==> config.mk <==
export PLATFORM = sky130hd
export DESIGN_NAME = ctrlPortRx
export DESIGN_NICKNAME = d
export VERILOG_FILES = /design/src/source/atsPkg.sv /design/src/source/ctrlPortRx.sv
export SDC_FILE = /design/constraint.sdc
export NUM_CORES = 1
export LEC_CHECK = 0
export BUFFER_PORTS_ARGS = -buffer_cell sky130_fd_sc_hd__buf_2
export CAP_MARGIN = 20
export CORE_ASPECT_RATIO = 2
export CORE_MARGIN = 10
export CORE_UTILIZATION = 48
export CTS_CLUSTER_DIAMETER = 80
export DETAILED_ROUTE_END_ITERATION = 6
export PLACE_DENSITY = 0.79
export SLEW_MARGIN = 0
export SYNTH_ARGS = -nofsm -noshare
export SYNTH_HDL_FRONTEND = slang
export SYNTH_SLANG_ARGS = --single-unit
==> constraint.sdc <==
create_clock -name clk_1x -period 2.2 [get_ports clk_1x]
set_input_delay 0.22 -clock clk_1x [delete_from_list [all_inputs] [get_ports clk_1x]]
set_output_delay 0.22 -clock clk_1x [all_outputs]
set_load 0.02 [all_outputs]
==> src/source/atsPkg.sv <==
/*
 * ATS timer shared definitions
 * sizes, opcode and rate codes, the two views of an instruction word
 */
`default_nettype none

package atsPkg;

  ////////////////////
  // sizes
  localparam int NUM_CLOCKS = 16;
  localparam int NUM_ALARMS = 24;
  localparam int COUNT_W    = 16;  // clock count and alarm value
  localparam int CLK_ID_W   = 4;
  localparam int ALM_ID_W   = 5;   // 24..31 illegal
  localparam int HALF_W     = 16;  // one instruction half

  ////////////////////
  // opcodes, top three bits of the first half
  localparam logic [2:0] OP_NOP     = 3'b000;
  localparam logic [2:0] OP_SET_CLK = 3'b001;
  localparam logic [2:0] OP_EN_CLK  = 3'b010;
  localparam logic [2:0] OP_SET_ALM = 3'b101;
  localparam logic [2:0] OP_SET_TMR = 3'b110;
  localparam logic [2:0] OP_EN_ALM  = 3'b111;

  // clock rates, code 3 illegal
  localparam logic [1:0] RATE_1X = 2'b00;
  localparam logic [1:0] RATE_2X = 2'b01;
  localparam logic [1:0] RATE_4X = 2'b10;

  ////////////////////
  // clock instructions (set clock, enable clock)
  typedef struct packed {
    logic [2:0]          opcode;
    logic [CLK_ID_W-1:0] clockId;
    logic                spare0;
    logic [1:0]          ctl;      // rate, or enable in bit 1
    logic [5:0]          spare1;
    logic [COUNT_W-1:0]  count;    // load value
  } clkView_t;

  // alarm instructions (set alarm, set timer, enable alarm)
  typedef struct packed {
    logic [2:0]          opcode;
    logic [ALM_ID_W-1:0] alarmId;
    logic                flag;     // repeat or enable
    logic [2:0]          spare;
    logic [CLK_ID_W-1:0] clockId;  // clock compared against
    logic [COUNT_W-1:0]  value;    // alarm time or interval
  } almView_t;

  // one 32-bit word, opcode in the same place for both
  typedef union packed {
    clkView_t clkView;
    almView_t almView;
  } atsInstr_u;

  typedef logic [NUM_CLOCKS-1:0][COUNT_W-1:0] countVec_t;
  typedef logic [NUM_ALARMS-1:0]              alarmMask_t;  // one bit per slot
  typedef logic [1:0]                         statPair_t;   // bit0 A, bit1 B, 1 = ack

endpackage

`default_nettype wire
==> src/source/ctrlPortRx.sv <==
/*
 * control port receiver
 * joins the two 16-bit halves of one client instruction
 */
`timescale 1ns/1ps
`default_nettype none

module ctrlPortRx (
  input  logic                      clk_1x,
  input  logic                      reset,
  input  logic                      req,
  input  logic [atsPkg::HALF_W-1:0] half,
  output atsPkg::atsInstr_u         word,
  output logic                      wordValid
);

  logic [atsPkg::HALF_W-1:0] firstHalf;  // upper half, held one cycle
  logic                      waiting;    // second half due next edge
  logic                      opcodeSeen;

  assign opcodeSeen = half[atsPkg::HALF_W-1 -: 3] != atsPkg::OP_NOP;

  always_ff @(posedge clk_1x or posedge reset) begin
    if (reset) begin
      waiting   <= 1'b0;
      wordValid <= 1'b0;
    end else begin
      wordValid <= waiting && req;                   // lost if req fell
      waiting   <= !waiting && req && opcodeSeen;    // zero opcode ignored
    end
  end

  // word payload
  always_ff @(posedge clk_1x) begin
    if (!waiting && req) begin
      firstHalf <= half;
    end
    if (waiting) begin
      word <= {firstHalf, half};  // second half appended
    end
  end

endmodule

`default_nettype wire

==> summary.log <==
qor: final_layout.layout.nets 133
qor: synthesis.synth_top_cells_by_area sky130_fd_sc_hd__edfxtp_1 95%, sky130_fd_sc_hd__dfrtp_1 3.3%, sky130_fd_sc_hd__nor2b_4 0.90%
qor: timing.timing.final.ws_setup 999 ps
qor: place.place.gp.congestion 0.685
qor: global_routing.globalRouteOverflowTotal 0
qor: pwr.p_leak 0.762 nW
qor: synthesis.syn-cell-area 1530 sq um
qor: global_routing.grt_antenna_before_repair 0
qor: drt.drt.antenna.violating_nets 0
qor: drt.initialDrtViolationCount 6
qor: global_routing.via_count_of_the_first_global_routing_pass 740
qor: drt.vias_per_cell 4.85
qor: run.cap_violations 0
qor: clock_network.clkLatencyLatePin 300 ps
qor: final_layout.insertedDiodeCount 0
qor: place.port_buffers 51
qor: drt.vias 703
qor: clock_network.tritoncts.num_buffers 5
qor: critical_path.cp_cell_sequence nor2b_4
qor: synthesis.yosys.area.top_type_share 0.945
qor: place.dp_worst_setup_slack 990 ps
qor: final_layout.multi_input_area 30.0 sq um
qor: floorplan.dieWidth 59.9 microns
qor: timing.final.hold.worst_slack 105 ps
qor: timing.finalCritPeriodShare 0.546
qor: hold_path.hold_class input port to flip-flop
qor: final_layout.fraction_of_final_layout_cells_with_drive_strength_greater_than_1 0.539
qor: clock_network.post-cts-setup-buffer-count 0
qor: floorplan.total_i_o_pin_count 52
qor: clock_network.cts-root-buf sky130_fd_sc_hd__clkbuf_8
qor: floorplan.chipHeight 99.7 microns
qor: timing.fin_worst_skew 8.14 ps
qor: synthesis.yosysWarningCount 0
qor: timing.fmaxAchievable 833 MHz
qor: clock_network.postCtsResizedCells 0
qor: final_layout.sequential_cell_area 1490 sq um
qor: critical_path.worstSetupPathType flip-flop to flip-flop
qor: timing.slew_viol_final 0
qor: pwr.totalPowerFinal 1.88 mW
qor: clock_network.tritoncts built
qor: final_layout.layout-area-overhead-vs-synth 27.8%
qor: critical_path.timing.critical_path.slowest_cell_delay 420 ps
qor: synthesis.ys_seq_elements 50
qor: critical_path.critPathTopFamily flip-flops
qor: pwr.power.share.switching 0.209
qor: synthesis.postSynthCellCount 54
qor: floorplan.fp.coreArea 3010 sq um
qor: clock_network.numClockSinks 50
qor: timing.setup-tns-final 0 ps
qor: clock_network.cts.reportedPaths.clkPinSlew 90 ps
qor: critical_path.critical_path.max_fanout 17
qor: pwr.power_frac_clock 0.332
qor: pwr.p_switching 0.393 mW
qor: floorplan.design.die.area 5970 sq um
qor: critical_path.cp_num_buf_inv 0
qor: pwr.p_per_area 966 nW/um^2
qor: floorplan.core.rowCount 28
qor: floorplan.starting_density_of_the_core 0.506
qor: timing.timing_hold_violations_final 0
qor: pwr.share_seq_of_total_power 0.597
qor: synthesis.synth_sequential_area_ratio 0.978
qor: run_status.status finished clean
qor: timing.timing.max_slew.rel_slack 0.680
qor: pwr.power.internal 1.49 mW
qor: drt.drc 0
qor: global_routing.grt_use_total 0.0885
qor: pwr.comb_power_share 0.072
qor: pwr.peakVddDrop 0.587 mV
qor: synthesis.post_synth_num_cell_types 6
qor: drt.wirelength 2540 microns
qor: synthesis.synthesis.area_per_instance 28.2 sq um
qor: clock_network.h-tree-depth 2
qor: critical_path.crit_required 2140 ps
qor: synthesis.synth_top_area_cell sky130_fd_sc_hd__edfxtp_1
qor: global_routing.grt_start_max_net_pins 33
qor: final_layout.filler_cell_count 226
qor: critical_path.worst_setup_path_start_kind flip-flop
qor: critical_path.crit_path_top_delay_cell sky130_fd_sc_hd__dfrtp_1
qor: clock_network.cts-root-to-sink-buffers 2
qor: synthesis.syn-num-nets 73
qor: drt.routedWlPerCell 17.5 microns
qor: timing.rsz_0062_raised_after_global_routing false
qor: place.detailed_place_hpwl 1880 microns
qor: drt.dr.pass1.iters 2
qor: timing.setup_viol 0
qor: critical_path.timing.critical_path.to_type flip-flop
qor: global_routing.grt_pass1_wl 3790 microns
qor: timing.final_period_minus_worst_setup_slack 1200 ps
qor: critical_path.crit_arrival 1140 ps
qor: timing.actual_slew_at_the_worst_max_slew_pin 479 ps
[final cells by class]
| class | count | share of cell area |
|---|---|---|
| clock inverter | 3 | 0.0231 |
| tap | 30 | 0.0193 |
| clock buffer | 5 | 0.0353 |
| sequential | 50 | 0.765 |
| inverter | 1 | 0.00193 |
| multi-input combinational | 3 | 0.0154 |
| timing repair buffer | 53 | 0.140 |
[cell usage in the layout, fill, tap and decap left out, drive strengths merged]
cell type,netlist,layout
buf,0,52
nor2b,1,1
dlygate4sd3,0,1
dfrtp,2,2
bufinv,0,1
inv,1,1
clkbuf,0,5
o31a,1,1
clkinvlp,0,2
edfxtp,48,48
and2,1,1
[power by group through the flow]
| stage | Combinational, mW | Sequential, mW | Clock [mW] |
|---|---|---|---|
| after floorplan | 0.0108 | 1.21 | 0 |
| after global placement | 0.133 | 1.14 | 0 |
| after detailed placement | 0.137 | 1.15 | 0 |
| after CTS | 0.139 | 1.13 | 0.642 |
| after global routing | 0.145 | 1.13 | 0.684 |
| final | 0.135 | 1.12 | 0.624 |
[path summary, 6_finish.rpt]
| check | start | to | slack (ps) | cells after the start |
|---|---|---|---|---|
| max | waiting | firstHalf[8] | 1000 | 1 |
| min | half[6] | firstHalf[6] | 100 | 1 |
| max reg2reg | waiting | firstHalf[8] | 1000 | 1 |
| min reg2reg | firstHalf[8] | word[24] | 420 | 0 |
| max in group asynchronous | reset | wordValid | 1800 | 3 |
| min in group asynchronous | reset | waiting | 300 | 3 |
[layer usage]
metal  wire length [microns]  up-vias  global-route usage
li1                        -      332                   -
met1                     847      334              0.0829
met2                    1360       31               0.144
met3                     261        6              0.0433
met4                      72        0              0.0573
met5                       0        -                   0
[state kept, by name (all words and copies together) (netlist names)]
| signal | flops |
|---|---|
| waiting | 1 |
| firstHalf | 16 |
| wordValid | 1 |
| word | 32 |
[cell families (layout without fill, tap and decap cells)]
| family | after synthesis | count (layout) | share of synthesized area |
|---|---|---|---|
| buf+inv | 1 | 62 | 0.00246 |
| simple gates | 2 | 2 | 0.0139 |
| flops | 50 | 50 | 0.978 |
| compound gates | 1 | 1 | 0.00574 |
[stage by stage]
stage | util | instance area, sq um | cells
finish | 0.647 | 1950 | 145
global route | 0.647 | 1950 | 145
CTS | 0.647 | 1950 | 145
detailed placement | 0.606 | 1830 | 136
global placement | 0.606 | 1830 | 136
floorplan | - | 1530 | 54
[what timing repair did]
action,in CTS,in global routing
hold buffers,1,0
hold endpoints to repair,2,0
endpoints found under the setup margin,0,0
[cell usage after synthesis]
| cell type | instances |
|---|---|
| sky130_fd_sc_hd__dfrtp_1 | 2 |
| sky130_fd_sc_hd__inv_1 | 1 |
| sky130_fd_sc_hd__edfxtp_1 | 48 |
| sky130_fd_sc_hd__and2_2 | 1 |
| sky130_fd_sc_hd__o31a_1 | 1 |
| sky130_fd_sc_hd__nor2b_4 | 1 |
Note: power is estimated with default switching activity, not from simulation.
