<file path="src/source/atsPkg.sv">
/*
 * ATS timer shared definitions
 * sizes, opcode and rate codes, the two views of an instruction word
 */
`default_nettype none

package atsPkg;

  ////////////////////
  // sizes
  localparam int NUM_CLOCKS = 16;
  localparam int NUM_ALARMS = 24;
  localparam int COUNT_W    = 16;  // clock count and alarm value
  localparam int CLK_ID_W   = 4;
  localparam int ALM_ID_W   = 5;   // 24..31 illegal
  localparam int HALF_W     = 16;  // one instruction half

  ////////////////////
  // opcodes, top three bits of the first half
  localparam logic [2:0] OP_NOP     = 3'b000;
  localparam logic [2:0] OP_SET_CLK = 3'b001;
  localparam logic [2:0] OP_EN_CLK  = 3'b010;
  localparam logic [2:0] OP_SET_ALM = 3'b101;
  localparam logic [2:0] OP_SET_TMR = 3'b110;
  localparam logic [2:0] OP_EN_ALM  = 3'b111;

  // clock rates, code 3 illegal
  localparam logic [1:0] RATE_1X = 2'b00;
  localparam logic [1:0] RATE_2X = 2'b01;
  localparam logic [1:0] RATE_4X = 2'b10;

  ////////////////////
  // clock instructions (set clock, enable clock)
  typedef struct packed {
    logic [2:0]          opcode;
    logic [CLK_ID_W-1:0] clockId;
    logic                spare0;
    logic [1:0]          ctl;      // rate, or enable in bit 1
    logic [5:0]          spare1;
    logic [COUNT_W-1:0]  count;    // load value
  } clkView_t;

  // alarm instructions (set alarm, set timer, enable alarm)
  typedef struct packed {
    logic [2:0]          opcode;
    logic [ALM_ID_W-1:0] alarmId;
    logic                flag;     // repeat or enable
    logic [2:0]          spare;
    logic [CLK_ID_W-1:0] clockId;  // clock compared against
    logic [COUNT_W-1:0]  value;    // alarm time or interval
  } almView_t;

  // one 32-bit word, opcode in the same place for both
  typedef union packed {
    clkView_t clkView;
    almView_t almView;
  } atsInstr_u;

  typedef logic [NUM_CLOCKS-1:0][COUNT_W-1:0] countVec_t;
  typedef logic [NUM_ALARMS-1:0]              alarmMask_t;  // one bit per slot
  typedef logic [1:0]                         statPair_t;   // bit0 A, bit1 B, 1 = ack

endpackage

`default_nettype wire
</file>
<file path="src/source/instArbiter.sv">
/*
 * instruction arbiter
 * checks both client words, refuses conflicts, drives bank writes and status
 */
`timescale 1ns/1ps
`default_nettype none

module instArbiter (
  input  logic              clk_1x,
  input  logic              reset,
  input  atsPkg::atsInstr_u wordA,
  input  atsPkg::atsInstr_u wordB,
  input  logic              validA,
  input  logic              validB,
  output logic              clkWrA,
  output logic              clkWrB,
  output logic              almWrA,
  output logic              almWrB,
  output atsPkg::atsInstr_u clkOpA,
  output atsPkg::atsInstr_u clkOpB,
  output atsPkg::atsInstr_u almOpA,
  output atsPkg::atsInstr_u almOpB,
  output atsPkg::statPair_t stat
);

  function automatic logic isClk(input logic [2:0] opcode);
    return opcode inside {atsPkg::OP_SET_CLK, atsPkg::OP_EN_CLK};
  endfunction

  function automatic logic isAlm(input logic [2:0] opcode);
    return opcode inside {atsPkg::OP_SET_ALM, atsPkg::OP_SET_TMR, atsPkg::OP_EN_ALM};
  endfunction

  // opcode kept, index in range, rate legal
  function automatic logic legal(input atsPkg::atsInstr_u w);
    logic ok;
    ok = 1'b0;
    if (isClk(w.clkView.opcode)) begin
      ok = (w.clkView.opcode == atsPkg::OP_EN_CLK) ||
           (w.clkView.ctl inside {atsPkg::RATE_1X, atsPkg::RATE_2X, atsPkg::RATE_4X});
    end else if (isAlm(w.almView.opcode)) begin
      ok = w.almView.alarmId < atsPkg::NUM_ALARMS;  // slots 24..31 do not exist
    end
    return ok;
  endfunction

  logic clsClkA, clsClkB;  // valid clock instruction
  logic clsAlmA, clsAlmB;  // valid alarm instruction
  logic conflict;
  logic takeA, takeB;

  ////////////////////
  // decode and conflict check
  assign clsClkA = validA && isClk(wordA.clkView.opcode);
  assign clsClkB = validB && isClk(wordB.clkView.opcode);
  assign clsAlmA = validA && isAlm(wordA.almView.opcode);
  assign clsAlmB = validB && isAlm(wordB.almView.opcode);

  // same clock or same slot from both sides, nobody wins
  assign conflict = (clsClkA && clsClkB &&
                     (wordA.clkView.clockId == wordB.clkView.clockId)) ||
                    (clsAlmA && clsAlmB &&
                     (wordA.almView.alarmId == wordB.almView.alarmId));

  assign takeA = validA && legal(wordA) && !conflict;
  assign takeB = validB && legal(wordB) && !conflict;

  ////////////////////
  // bank writes, committed by the banks at the next edge
  assign clkWrA = takeA && clsClkA;
  assign clkWrB = takeB && clsClkB;
  assign almWrA = takeA && clsAlmA;
  assign almWrB = takeB && clsAlmB;

  assign clkOpA = wordA;
  assign clkOpB = wordB;
  assign almOpA = wordA;
  assign almOpB = wordB;

  // ack for one cycle, same edge as the write
  always_ff @(posedge clk_1x or posedge reset) begin
    if (reset) begin
      stat <= '0;
    end else begin
      stat <= {takeB, takeA};
    end
  end

endmodule

`default_nettype wire

</file>
<file path="config.mk">
export PLATFORM = sky130hd
export DESIGN_NAME = instArbiter
export DESIGN_NICKNAME = d
export VERILOG_FILES = /design/src/source/atsPkg.sv /design/src/source/instArbiter.sv
export SDC_FILE = /design/constraint.sdc
export NUM_CORES = 1
export LEC_CHECK = 0
export BUFFER_PORTS_ARGS = -buffer_cell sky130_fd_sc_hd__buf_2
export CORE_AREA = 3 3 78 80
export CTS_BUF_LIST = sky130_fd_sc_hd__clkbuf_8
export CTS_CLUSTER_DIAMETER = 50
export CTS_CLUSTER_SIZE = 14
export DETAILED_ROUTE_END_ITERATION = 10
export DIE_AREA = 0 0 81 83
export PLACE_DENSITY = 0.67
export SLEW_MARGIN = 0
export SYNTH_ARGS = -nofsm -noshare
export SYNTH_HDL_FRONTEND = slang
export SYNTH_SLANG_ARGS = --single-unit
export TNS_END_PERCENT = 30
</file>
<file path="constraint.sdc">
create_clock -name clk_1x -period 1.15 [get_ports clk_1x]
set_input_delay 0 -clock clk_1x [delete_from_list [all_inputs] [get_ports clk_1x]]
set_output_delay 0 -clock clk_1x [all_outputs]
set_load 0.05 [all_outputs]
</file>
==> key figures <==
Status
  • Status: finished with violations
  • Failing checks: setup timing

Critical path
  • Crit. Startpoint: wordA[24]
  • Worst EP required: 1.15 ns
  • Critical Path Start Type: input pin
  • Slowest CP cell: or3b_4
  • Worst Setup EP: clkWrA
  • CP Capture Type: output pin
  • WS Path Type: in -> out
  • Crit-path max FO: 5
  • Critical path cell sequence: buf_8 -> xor2_2 -> or3b_4 -> a211oi_4 -> buf_6 -> nor4b_2 -> buf_4
  • CP peak stage delay: 0.38 ns
  • Worst EP arrival: 1.27 ns

Yosys
  • EDFF count, synth: 0
  • Mapped Area: 1240 µm²
  • Synthesis-stage register bit count: 2
  • Synth Instances: 163
  • Synth top cells by count: buf_4, xnor2_1, nand2_1, nand3_1
  • Async set-reset flop share out of synthesis: 100%
  • Library cells used by synthesis: 22
  • Sequential-to-total area share from yosys stat: 4.03%
  • Top FF cell, synth: dfrtp_1
  • Syn avg cell area: 7.61 µm²
  • Synthesis Warnings: 0
  • Dominant cell by count in the synthesized netlist: buf_4
  • Syn Nets: 231
  • Area contributors post-synth: buf_4, dfrtp_1, xnor2_1, a211oi_4, mux2i_1
  • Synth top area share: 77.4%
  • Synth area leader: buf_4

Cells and area
  • Nets: 197
  • Layout overhead on the synthesized area: -21.8%
  • Number of flip-flops in the largest register: 2
  • Design area: 971 µm²
  • Core Util, Final: 17.7%
  • Share of cells above drive strength 1: 77.2%
  • Most flops, register: stat
  • Biggest regs: stat (2)
  • ANT cells: 0

Power
  • Static leakage: 0.000506 µW
  • Pwr/cell area: 990 nW/µm²
  • Overall Power: 961 µW
  • VDD IR max: 0.359 mV

Clock network
  • Number of post-CTS setup repair buffers: 0
  • Clk sinks: 2
  • Clk buf depth: 2
  • Clk root buf: clkbuf_8
  • CTS tree: done
  • H-tree depth: 1
  • TritonCTS Buffers: 3

Timing
  • Setup TNS Final: -0.407 ns
  • Relative slew slack: 79.4%
  • Setup repair after global routing missed its margin: yes
  • WHS: 0.0000282 ns
  • Tcrit/Tclk final: 111%
  • Slew @ Worst Pin: 0.305 ns
  • Hold Vio Cnt, Final: 0
  • Max-slew violation count: 0
  • Fin crit period: 1.27 ns
  • Setup violators final: 4
  • Peak Freq: 785 MHz
  • Worst Slack Setup Final: -0.123 ns

Hold path
  • Worst hold path class: in -> out

Die
  • Row cnt: 27
  • Core footprint: 5470 µm²
  • Die X: 81 µm
  • Die area: 6720 µm²
  • Initial Util: 22.7%
  • I/O pins: 202
  • DIE HEIGHT: 83 µm

Job
  • Max cap viols: 0

Drt
  • Routed Antenna Nets: 0
  • # DRC: 0
  • WL final: 2590 µm
  • Post-DR wirelength/cell: 13.0 µm
  • Vias per inst: 3.67
  • Vias: 730
  • Initial drt markers: 3
  • Drt first pass iters: 2

Global routing
  • Largest net degree at the start of global routing: 9
  • Vias in the first global route: 677
  • GRT Total Usage: 6.83%
  • Total grt overflow: 0
  • Initial antenna violation count: 0
  • First-pass GRT wire length: 3480 µm

Placement
  • Hpwl dp: 2250 µm
  • Area after DPL: 876 µm²
  • PortBufs: 69
  • Final Wtd Congestion: 0.593
logic make-up after synthesis:
| group | synth area share, % |
|---|---|
| buffers and inverters | 78.0 |
| AND/OR/NAND/NOR | 6.75 |
| AO/OA/AOI/OAI | 5.34 |
| XOR/XNOR | 4.23 |
| multiplexers | 1.61 |
| flip-flops | 4.03 |
final cells by class:
type	count	area [µm²]
multi-input cells	31	253
fillers	613	4500
well taps	72	90.1
repair buffers	89	529
flip-flops and latches	2	50.0
clock buffers	3	41.3
inverters	2	7.51
worst min path at each step:
stage,from,end,slack [ns],cells after the start
CTS,wordB[16],almOpB[16],0.0005,0
global placement,reset,stat[1]$_DFF_PP0_,-0.15,2
floorplan,reset,stat[0]$_DFF_PP0_,-0.26,1
global route,wordB[14],clkOpB[14],0.0001,0
detailed placement,reset,stat[1]$_DFF_PP0_,-0.15,2
finish,wordA[2],clkOpA[2],0.00003,0
critical path, delay by kind of cell:
kind	cells	cell delay, ns
compound gates	1	0.23
xor+xnor	1	0.17
buf+inv	3	0.44
simple gates	2	0.42
cell usage in the layout (no fill, tap or decap):
cell | Yosys | layout
dlygate4sd3_1 | 0 | 1
inv_1 | 2 | 2
a211oi_2 | 0 | 1
nor4_2 | 0 | 1
o311ai_0 | 1 | 1
clkbuf_8 | 0 | 3
a211oi_4 | 1 | 1
xor2_1 | 2 | 1
nand2_1 | 3 | 3
nor3b_1 | 1 | 1
xor2_2 | 0 | 1
nand3_1 | 3 | 3
buf_4 | 128 | 20
nor2_1 | 2 | 2
nand4_1 | 1 | 1
xnor2_1 | 4 | 4
a21oi_1 | 2 | 2
nor4b_2 | 0 | 1
o21a_1 | 1 | 1
buf_8 | 0 | 1
nor3_1 | 2 | 1
o211ai_1 | 1 | 1
nor3_2 | 0 | 1
dfrtp_1 | 2 | 2
or3b_4 | 1 | 1
buf_2 | 0 | 64
mux2i_1 | 2 | 2
buf_6 | 0 | 3
o21ai_1 | 1 | 1
power breakdown:
part	switching [µW]	internal (µW)	total, µW	leakage [µW]
sequential	0.821	76.1	76.9	0.0000255
clock	64.0	222	286	0.0000216
combinational	427	170	598	0.000459
through the flow:
stage,std cells,setup slack (ns)
2_1_floorplan,163,-0.235
3_3_place_gp,195,-0.221
3_5_place_dp,195,-0.235
4_1_cts,199,-0.132
5_1_grt,199,-0.158
6_report,199,-0.123
metal layers:
metal | GRT usage [%] | up-vias | wire (µm)
met5 | 0 | - | 0
met2 | 12.2 | 76 | 1270
met3 | 2.06 | 47 | 386
li1 | - | 315 | -
met1 | 4.70 | 292 | 648
met4 | 8.91 | 0 | 286
repair_timing:
action	4_1_cts	5_1_grt
resized for setup	11	1
hold buffers	1	0
pin swaps	5	1
setup endpoints to repair	4	4
hold endpoints to repair	2	0
Power figures use the tool's default switching activity.
