--- src/source/atsPkg.sv ---
/*
 * ATS timer shared definitions
 * sizes, opcode and rate codes, the two views of an instruction word
 */
`default_nettype none

package atsPkg;

  ////////////////////
  // sizes
  localparam int NUM_CLOCKS = 16;
  localparam int NUM_ALARMS = 24;
  localparam int COUNT_W    = 16;  // clock count and alarm value
  localparam int CLK_ID_W   = 4;
  localparam int ALM_ID_W   = 5;   // 24..31 illegal
  localparam int HALF_W     = 16;  // one instruction half

  ////////////////////
  // opcodes, top three bits of the first half
  localparam logic [2:0] OP_NOP     = 3'b000;
  localparam logic [2:0] OP_SET_CLK = 3'b001;
  localparam logic [2:0] OP_EN_CLK  = 3'b010;
  localparam logic [2:0] OP_SET_ALM = 3'b101;
  localparam logic [2:0] OP_SET_TMR = 3'b110;
  localparam logic [2:0] OP_EN_ALM  = 3'b111;

  // clock rates, code 3 illegal
  localparam logic [1:0] RATE_1X = 2'b00;
  localparam logic [1:0] RATE_2X = 2'b01;
  localparam logic [1:0] RATE_4X = 2'b10;

  ////////////////////
  // clock instructions (set clock, enable clock)
  typedef struct packed {
    logic [2:0]          opcode;
    logic [CLK_ID_W-1:0] clockId;
    logic                spare0;
    logic [1:0]          ctl;      // rate, or enable in bit 1
    logic [5:0]          spare1;
    logic [COUNT_W-1:0]  count;    // load value
  } clkView_t;

  // alarm instructions (set alarm, set timer, enable alarm)
  typedef struct packed {
    logic [2:0]          opcode;
    logic [ALM_ID_W-1:0] alarmId;
    logic                flag;     // repeat or enable
    logic [2:0]          spare;
    logic [CLK_ID_W-1:0] clockId;  // clock compared against
    logic [COUNT_W-1:0]  value;    // alarm time or interval
  } almView_t;

  // one 32-bit word, opcode in the same place for both
  typedef union packed {
    clkView_t clkView;
    almView_t almView;
  } atsInstr_u;

  typedef logic [NUM_CLOCKS-1:0][COUNT_W-1:0] countVec_t;
  typedef logic [NUM_ALARMS-1:0]              alarmMask_t;  // one bit per slot
  typedef logic [1:0]                         statPair_t;   // bit0 A, bit1 B, 1 = ack

endpackage

`default_nettype wire
--- src/source/clockBank.sv ---
/*
 * clock bank
 * tick divider plus 16 counters, each at 1x, 2x or 4x of clk_1x
 */
`timescale 1ns/1ps
`default_nettype none

module clockBank (
  input  logic                          clk_1x,
  input  logic                          reset,
  input  logic                          clkWrA,
  input  logic                          clkWrB,
  input  atsPkg::atsInstr_u             clkOpA,
  input  atsPkg::atsInstr_u             clkOpB,
  output atsPkg::countVec_t             counts,
  output logic [atsPkg::NUM_CLOCKS-1:0] tick
);

  logic [1:0]                          divider;  // free running phase
  logic [atsPkg::NUM_CLOCKS-1:0]       enable;
  logic [atsPkg::NUM_CLOCKS-1:0][1:0]  rate;
  logic [1:0]                          wr;       // write strobe per port
  atsPkg::atsInstr_u                   op [2];

  assign wr    = {clkWrB, clkWrA};
  assign op[0] = clkOpA;
  assign op[1] = clkOpB;

  // tick enables, clock enable and rate phase
  always_comb begin
    for (int i = 0; i < atsPkg::NUM_CLOCKS; i++) begin
      case (rate[i])
        atsPkg::RATE_1X: tick[i] = enable[i];
        atsPkg::RATE_2X: tick[i] = enable[i] && divider[0];
        atsPkg::RATE_4X: tick[i] = enable[i] && (divider == 2'd3);
        default:         tick[i] = 1'b0;
      endcase
    end
  end

  always_ff @(posedge clk_1x or posedge reset) begin
    if (reset) begin
      divider <= '0;
      enable  <= '0;
      rate    <= '0;
      counts  <= '0;
    end else begin
      divider <= divider + 2'd1;
      for (int i = 0; i < atsPkg::NUM_CLOCKS; i++) begin
        if (tick[i]) begin
          counts[i] <= counts[i] + 1'b1;  // wraps
        end
      end
      // writes last, a load beats the increment
      for (int p = 0; p < 2; p++) begin
        if (wr[p]) begin
          if (op[p].clkView.opcode == atsPkg::OP_SET_CLK) begin
            counts[op[p].clkView.clockId] <= op[p].clkView.count;
            rate[op[p].clkView.clockId]   <= op[p].clkView.ctl;
            enable[op[p].clkView.clockId] <= 1'b1;  // set also starts it
          end else begin
            enable[op[p].clkView.clockId] <= op[p].clkView.ctl[1];
          end
        end
      end
    end
  end

endmodule

`default_nettype wire

--- config.mk ---
export PLATFORM = sky130hd
export DESIGN_NAME = clockBank
export DESIGN_NICKNAME = d
export VERILOG_FILES = /design/src/source/atsPkg.sv /design/src/source/clockBank.sv
export SDC_FILE = /design/constraint.sdc
export NUM_CORES = 1
export LEC_CHECK = 0
export BUFFER_PORTS_ARGS = -buffer_cell sky130_fd_sc_hd__buf_4
export CORE_MARGIN = 3
export CORE_UTILIZATION = 50
export DETAILED_ROUTE_END_ITERATION = 8
export PLACE_DENSITY_LB_ADDON = 0.2
export SLEW_MARGIN = 20
export SYNTH_ARGS = -nofsm -noshare
export SYNTH_HDL_FRONTEND = slang
export SYNTH_SLANG_ARGS = --single-unit
--- constraint.sdc ---
create_clock -name clk_1x -period 9.9 [get_ports clk_1x]
set_input_delay 0 -clock clk_1x [delete_from_list [all_inputs] [get_ports clk_1x]]
set_output_delay 0 -clock clk_1x [all_outputs]
set_load 0.005 [all_outputs]
==> metrics.log <==
INFO  metric worstReg2RegEnd = counts[141]
INFO  metric antenna_found_initial = 7
INFO  metric critical_path_launch_point_type = flip-flop
INFO  metric timing.max_slew.rel_slack = 0.126
INFO  metric yosysWarningCount = 0
INFO  metric top_level_ports = 340
INFO  metric fp.dieArea = ~0.044 mm^2
INFO  metric worstPathCellList = ha_1 > mux2_2 > a21oi_1 > nor4_1 > xnor2_1 > o221ai_1 > dlygate4sd3_1
INFO  metric min_path_type = primary input to flip-flop
INFO  metric clock_insertion_delay_worst_skew = 0.54 ns
INFO  metric firstDrtPassIters = 7
INFO  metric setup_repair_after_global_routing_missed_its_margin = false
INFO  metric finalWorstSetupSlack = between 6 and 7 ns
INFO  metric horizontal_die_dimension = 209 um
INFO  metric wirelength = roughly 84000 um
INFO  metric fraction_of_layout_instances_using_a_drive_strength_above_1 = 0.165
INFO  metric cts.sinks = between 300 and 400
INFO  metric postSynth.asyncResetShare = 1.00
INFO  metric worst_ep_required_time = a little over 10 ns
INFO  metric clk_transition_reported_paths = about 0.060 ns
INFO  metric finalWorstPathRequiredPeriod = around 3.4 ns
INFO  metric buffers_on_ports = between 300 and 400
INFO  metric cpPeakStageDelay = just under 0.8 ns
INFO  metric final_design_area_no_fill = between 0.02 and 0.025 mm^2
INFO  metric placement.cell_area = about 0.023 mm^2
INFO  metric grt.total_usage = 0.366
INFO  metric detail_route.wl_per_cell = about 25 um
INFO  metric synth.yosys.seq_area_share = 0.372
INFO  metric postCtsResizedCells = 0
INFO  metric finClkSkew = around 0.022 ns
INFO  metric dpl_hpwl = around 55000 um
INFO  metric clock_path_buffers = 3
INFO  metric worstHoldStart = clkOpB[26]
INFO  metric std_cell_rows = 73
INFO  metric ys_seq_elements = about 310
INFO  metric max-cap-violations = 0
INFO  metric hold_buffers = between 50 and 60
INFO  metric critPathArrivalTime = roughly 3.8 ns
INFO  metric nets = between 2000 and 3000
INFO  metric min_path_cells = 5
INFO  metric grt_start_max_net_pins = ~180
INFO  metric floorplan.initialDensity = 0.512
INFO  metric timing.setup.critical_path_class = flip-flop to flip-flop
INFO  metric ir_drop = 144 uV
INFO  metric grt_overflow = 0
INFO  metric static-leakage-power = just under 10 nW
INFO  metric crit-reg2reg-launch = divider[0]
INFO  metric htree_levels = 2
INFO  metric final.setup.tns = 0 ns
INFO  metric report.final.slew_viol_count = 0
INFO  metric globalplace.congestion = a little over 0.9
INFO  metric detail_route.vias_per_cell = ~6.6
INFO  metric worstPathBufferInverterCount = 1
INFO  metric synth_fp_nets = about 2600
INFO  metric worstSetupEndpointType = flip-flop
INFO  metric setup_viol = 0
INFO  metric post-place-cells = around 3200
INFO  metric cp_slowest_cell = sky130_fd_sc_hd__a21oi_1
INFO  metric max_clock_freq = 0.296 GHz
INFO  metric fin_util = 0.621
INFO  metric vias = ~22000
INFO  metric cts-buffers-inserted = 36
INFO  metric fillCellCount = approximately 3600
INFO  metric yosysUniqueCellTypes = 64
INFO  metric worstHoldEndpoint = enable[8]
INFO  metric tightestPinTransition = approximately 1.3 ns
INFO  metric ant_nets = 0
INFO  metric r2r.worst_path.cells = 7
INFO  metric core-area = 0.0402 mm^2
INFO  metric area_delta_synth_final = 21.2%
INFO  metric cts_root_buf = sky130_fd_sc_hd__clkbuf_16
INFO  metric regToRegSetupSlack = 6.53 ns
INFO  metric outcome = finished clean
INFO  metric timing.critical_path.max_delay_family = compound AO/OA/AOI/OAI gates
INFO  metric synth-edff-count = 0
INFO  metric power-per-cell-area = around 260 mW/mm^2
INFO  metric grt_pass1_vias = 20744
INFO  metric tritoncts = built
INFO  metric synthesis.area = just over 0.02 mm^2
INFO  metric hold_viol_final = 0
INFO  metric instances_no_fill = 3293
INFO  metric main_flop_type_after_synthesis = sky130_fd_sc_hd__dfrtp_1
INFO  metric post_synthesis_cell_count = roughly 2500
INFO  metric cts_post_setup_buffers_inserted = 0
INFO  metric die_y = ~210 um
INFO  metric drt-initial-drc-count = 2830
INFO  metric worstPathMaxFanout = 16
INFO  metric place_worst_setup_slack = 6.82 ns
INFO  metric detail_route.drc_violations = 0
INFO  metric synth_area_per_cell = roughly 8.4 um^2
INFO  metric final_min_period_over_clock_period = 0.341
INFO  metric grt_first_pass_wirelength = 125000 um
==> worst max-delay path by stage <==
stage | startpoint | to | slack [ns] | depth (start not counted)
detailed placement | divider[0] | counts[78] | 6.82 | 6
CTS | divider[0] | counts[193] | 6.35 | 7
floorplan | reset | counts[0] | 1.44 | 1
finish | divider[0] | counts[141] | 6.53 | 7
global placement | divider[0] | counts[78] | 6.84 | 6
global route | divider[0] | counts[141] | 6.30 | 7
==> per-layer routing <==
layer,part of all wire,GRT usage
met5,0.00082,0
met4,0.054,0.173
met3,0.13,0.104
met2,0.44,0.556
met1,0.37,0.485
==> cell usage after synthesis, types with 15 or more instances <==
library cell               number  area (um^2)
sky130_fd_sc_hd__a31oi_1       17          106
sky130_fd_sc_hd__dfrtp_1      306         7660
sky130_fd_sc_hd__nor4_1        45          282
sky130_fd_sc_hd__o22ai_1       31          194
sky130_fd_sc_hd__xnor2_1      160         1400
sky130_fd_sc_hd__and3_1        41          257
sky130_fd_sc_hd__inv_1         54          203
sky130_fd_sc_hd__a21oi_1      238         1190
sky130_fd_sc_hd__nor2_1       100          375
sky130_fd_sc_hd__ha_1          65          813
sky130_fd_sc_hd__clkbuf_1     103          387
sky130_fd_sc_hd__xor2_1        66          578
sky130_fd_sc_hd__nand2_1      204          766
sky130_fd_sc_hd__nand3_1       98          490
sky130_fd_sc_hd__o31ai_1       15          113
sky130_fd_sc_hd__nor3_1       140          701
sky130_fd_sc_hd__a221o_1       23          230
sky130_fd_sc_hd__nor4b_1       21          184
sky130_fd_sc_hd__and4_1        18          158
sky130_fd_sc_hd__nand4_1       45          282
sky130_fd_sc_hd__o21ai_0      362         1810
sky130_fd_sc_hd__mux2i_1       48          480
sky130_fd_sc_hd__nor3b_1       25          188
sky130_fd_sc_hd__buf_2         38          190
==> cells in the final DEF, fill, tap and decap left out, types with 9 or more instances in the layout <==
master / n
sky130_fd_sc_hd__inv_1: 53
sky130_fd_sc_hd__ha_1: 65
sky130_fd_sc_hd__nor4b_1: 21
sky130_fd_sc_hd__nor3_1: 136
sky130_fd_sc_hd__nand2_1: 203
sky130_fd_sc_hd__nor2_1: 98
sky130_fd_sc_hd__and4_1: 18
sky130_fd_sc_hd__o221ai_1: 13
sky130_fd_sc_hd__mux2i_1: 48
sky130_fd_sc_hd__dfrtp_1: 306
sky130_fd_sc_hd__buf_4: 343
sky130_fd_sc_hd__xor2_1: 66
sky130_fd_sc_hd__xnor2_1: 160
sky130_fd_sc_hd__o31ai_1: 15
sky130_fd_sc_hd__nor4_1: 45
sky130_fd_sc_hd__o22ai_1: 31
sky130_fd_sc_hd__nand2b_1: 10
sky130_fd_sc_hd__and4b_1: 13
sky130_fd_sc_hd__nor3b_1: 24
sky130_fd_sc_hd__clkbuf_16: 37
sky130_fd_sc_hd__nor3_2: 9
sky130_fd_sc_hd__clkbuf_1: 11
sky130_fd_sc_hd__nand3b_1: 13
sky130_fd_sc_hd__o21ai_0: 361
sky130_fd_sc_hd__nand3_1: 97
sky130_fd_sc_hd__a21oi_1: 235
sky130_fd_sc_hd__nor2b_1: 14
sky130_fd_sc_hd__mux2_2: 13
sky130_fd_sc_hd__o21ai_1: 14
sky130_fd_sc_hd__and3_1: 41
sky130_fd_sc_hd__a31oi_1: 17
sky130_fd_sc_hd__dlygate4sd3_1: 51
sky130_fd_sc_hd__a221o_1: 23
sky130_fd_sc_hd__nand4_1: 45
==> sequential cells by signal (all words and copies together) (netlist names) <==
signal,flops
counts,256
divider,2
enable,16
rate,32
==> where the power goes <==
part | switching (mW) | internal, mW | leakage (nW) | total, mW
registers | 0.742 | 1.77 | 3.47 | 2.51
clock network | 0.569 | 0.773 | 0.575 | 1.34
logic | 1.24 | 1.40 | 5.72 | 2.64
total | 2.55 | 3.94 | 9.77 | 6.49
==> worst register-to-register path, delay by kind of cell, from the launching register on <==
kind	cells	cell delay, ns
buf+inv	1	0.57
simple gates	1	0.19
flops	1	0.38
compound gates	2	0.89
fa+ha+maj	1	0.56
mux	1	0.46
xor+xnor	1	0.21
==> stage by stage <==
stage | hold slack [ns] | power (mW)
4_1_cts | 0.0192 | 6.45
3_3_place_gp | 0.266 | 4.96
3_5_place_dp | 0.269 | 5.05
5_1_grt | 0.0719 | 6.85
6_report | 0.0582 | 6.49
2_1_floorplan | 0.138 | 3.71
==> cell families after synthesis <==
group,share of synthesized area
flops,0.372
mux,0.0305
xor+xnor,0.0962
simple gates,0.221
fa+ha+maj,0.0395
buf+inv,0.0412
compound gates,0.199
==> area by class of cell <==
type / instances / area [um^2] / area share
multi-input combinational: 1940 / 12100 / 0.486
sequential: 306 / 7660 / 0.307
timing repair buffer: 396 / 3110 / 0.125
clock buffer: 55 / 1060 / 0.0426
tap: 525 / 657 / 0.0263
inverter: 54 / 210 / 0.00843
clock inverter: 11 / 98.8 / 0.00396
antenna: 6 / 15.0 / 0.000602
No activity file was read; power rests on OpenSTA's default activity.
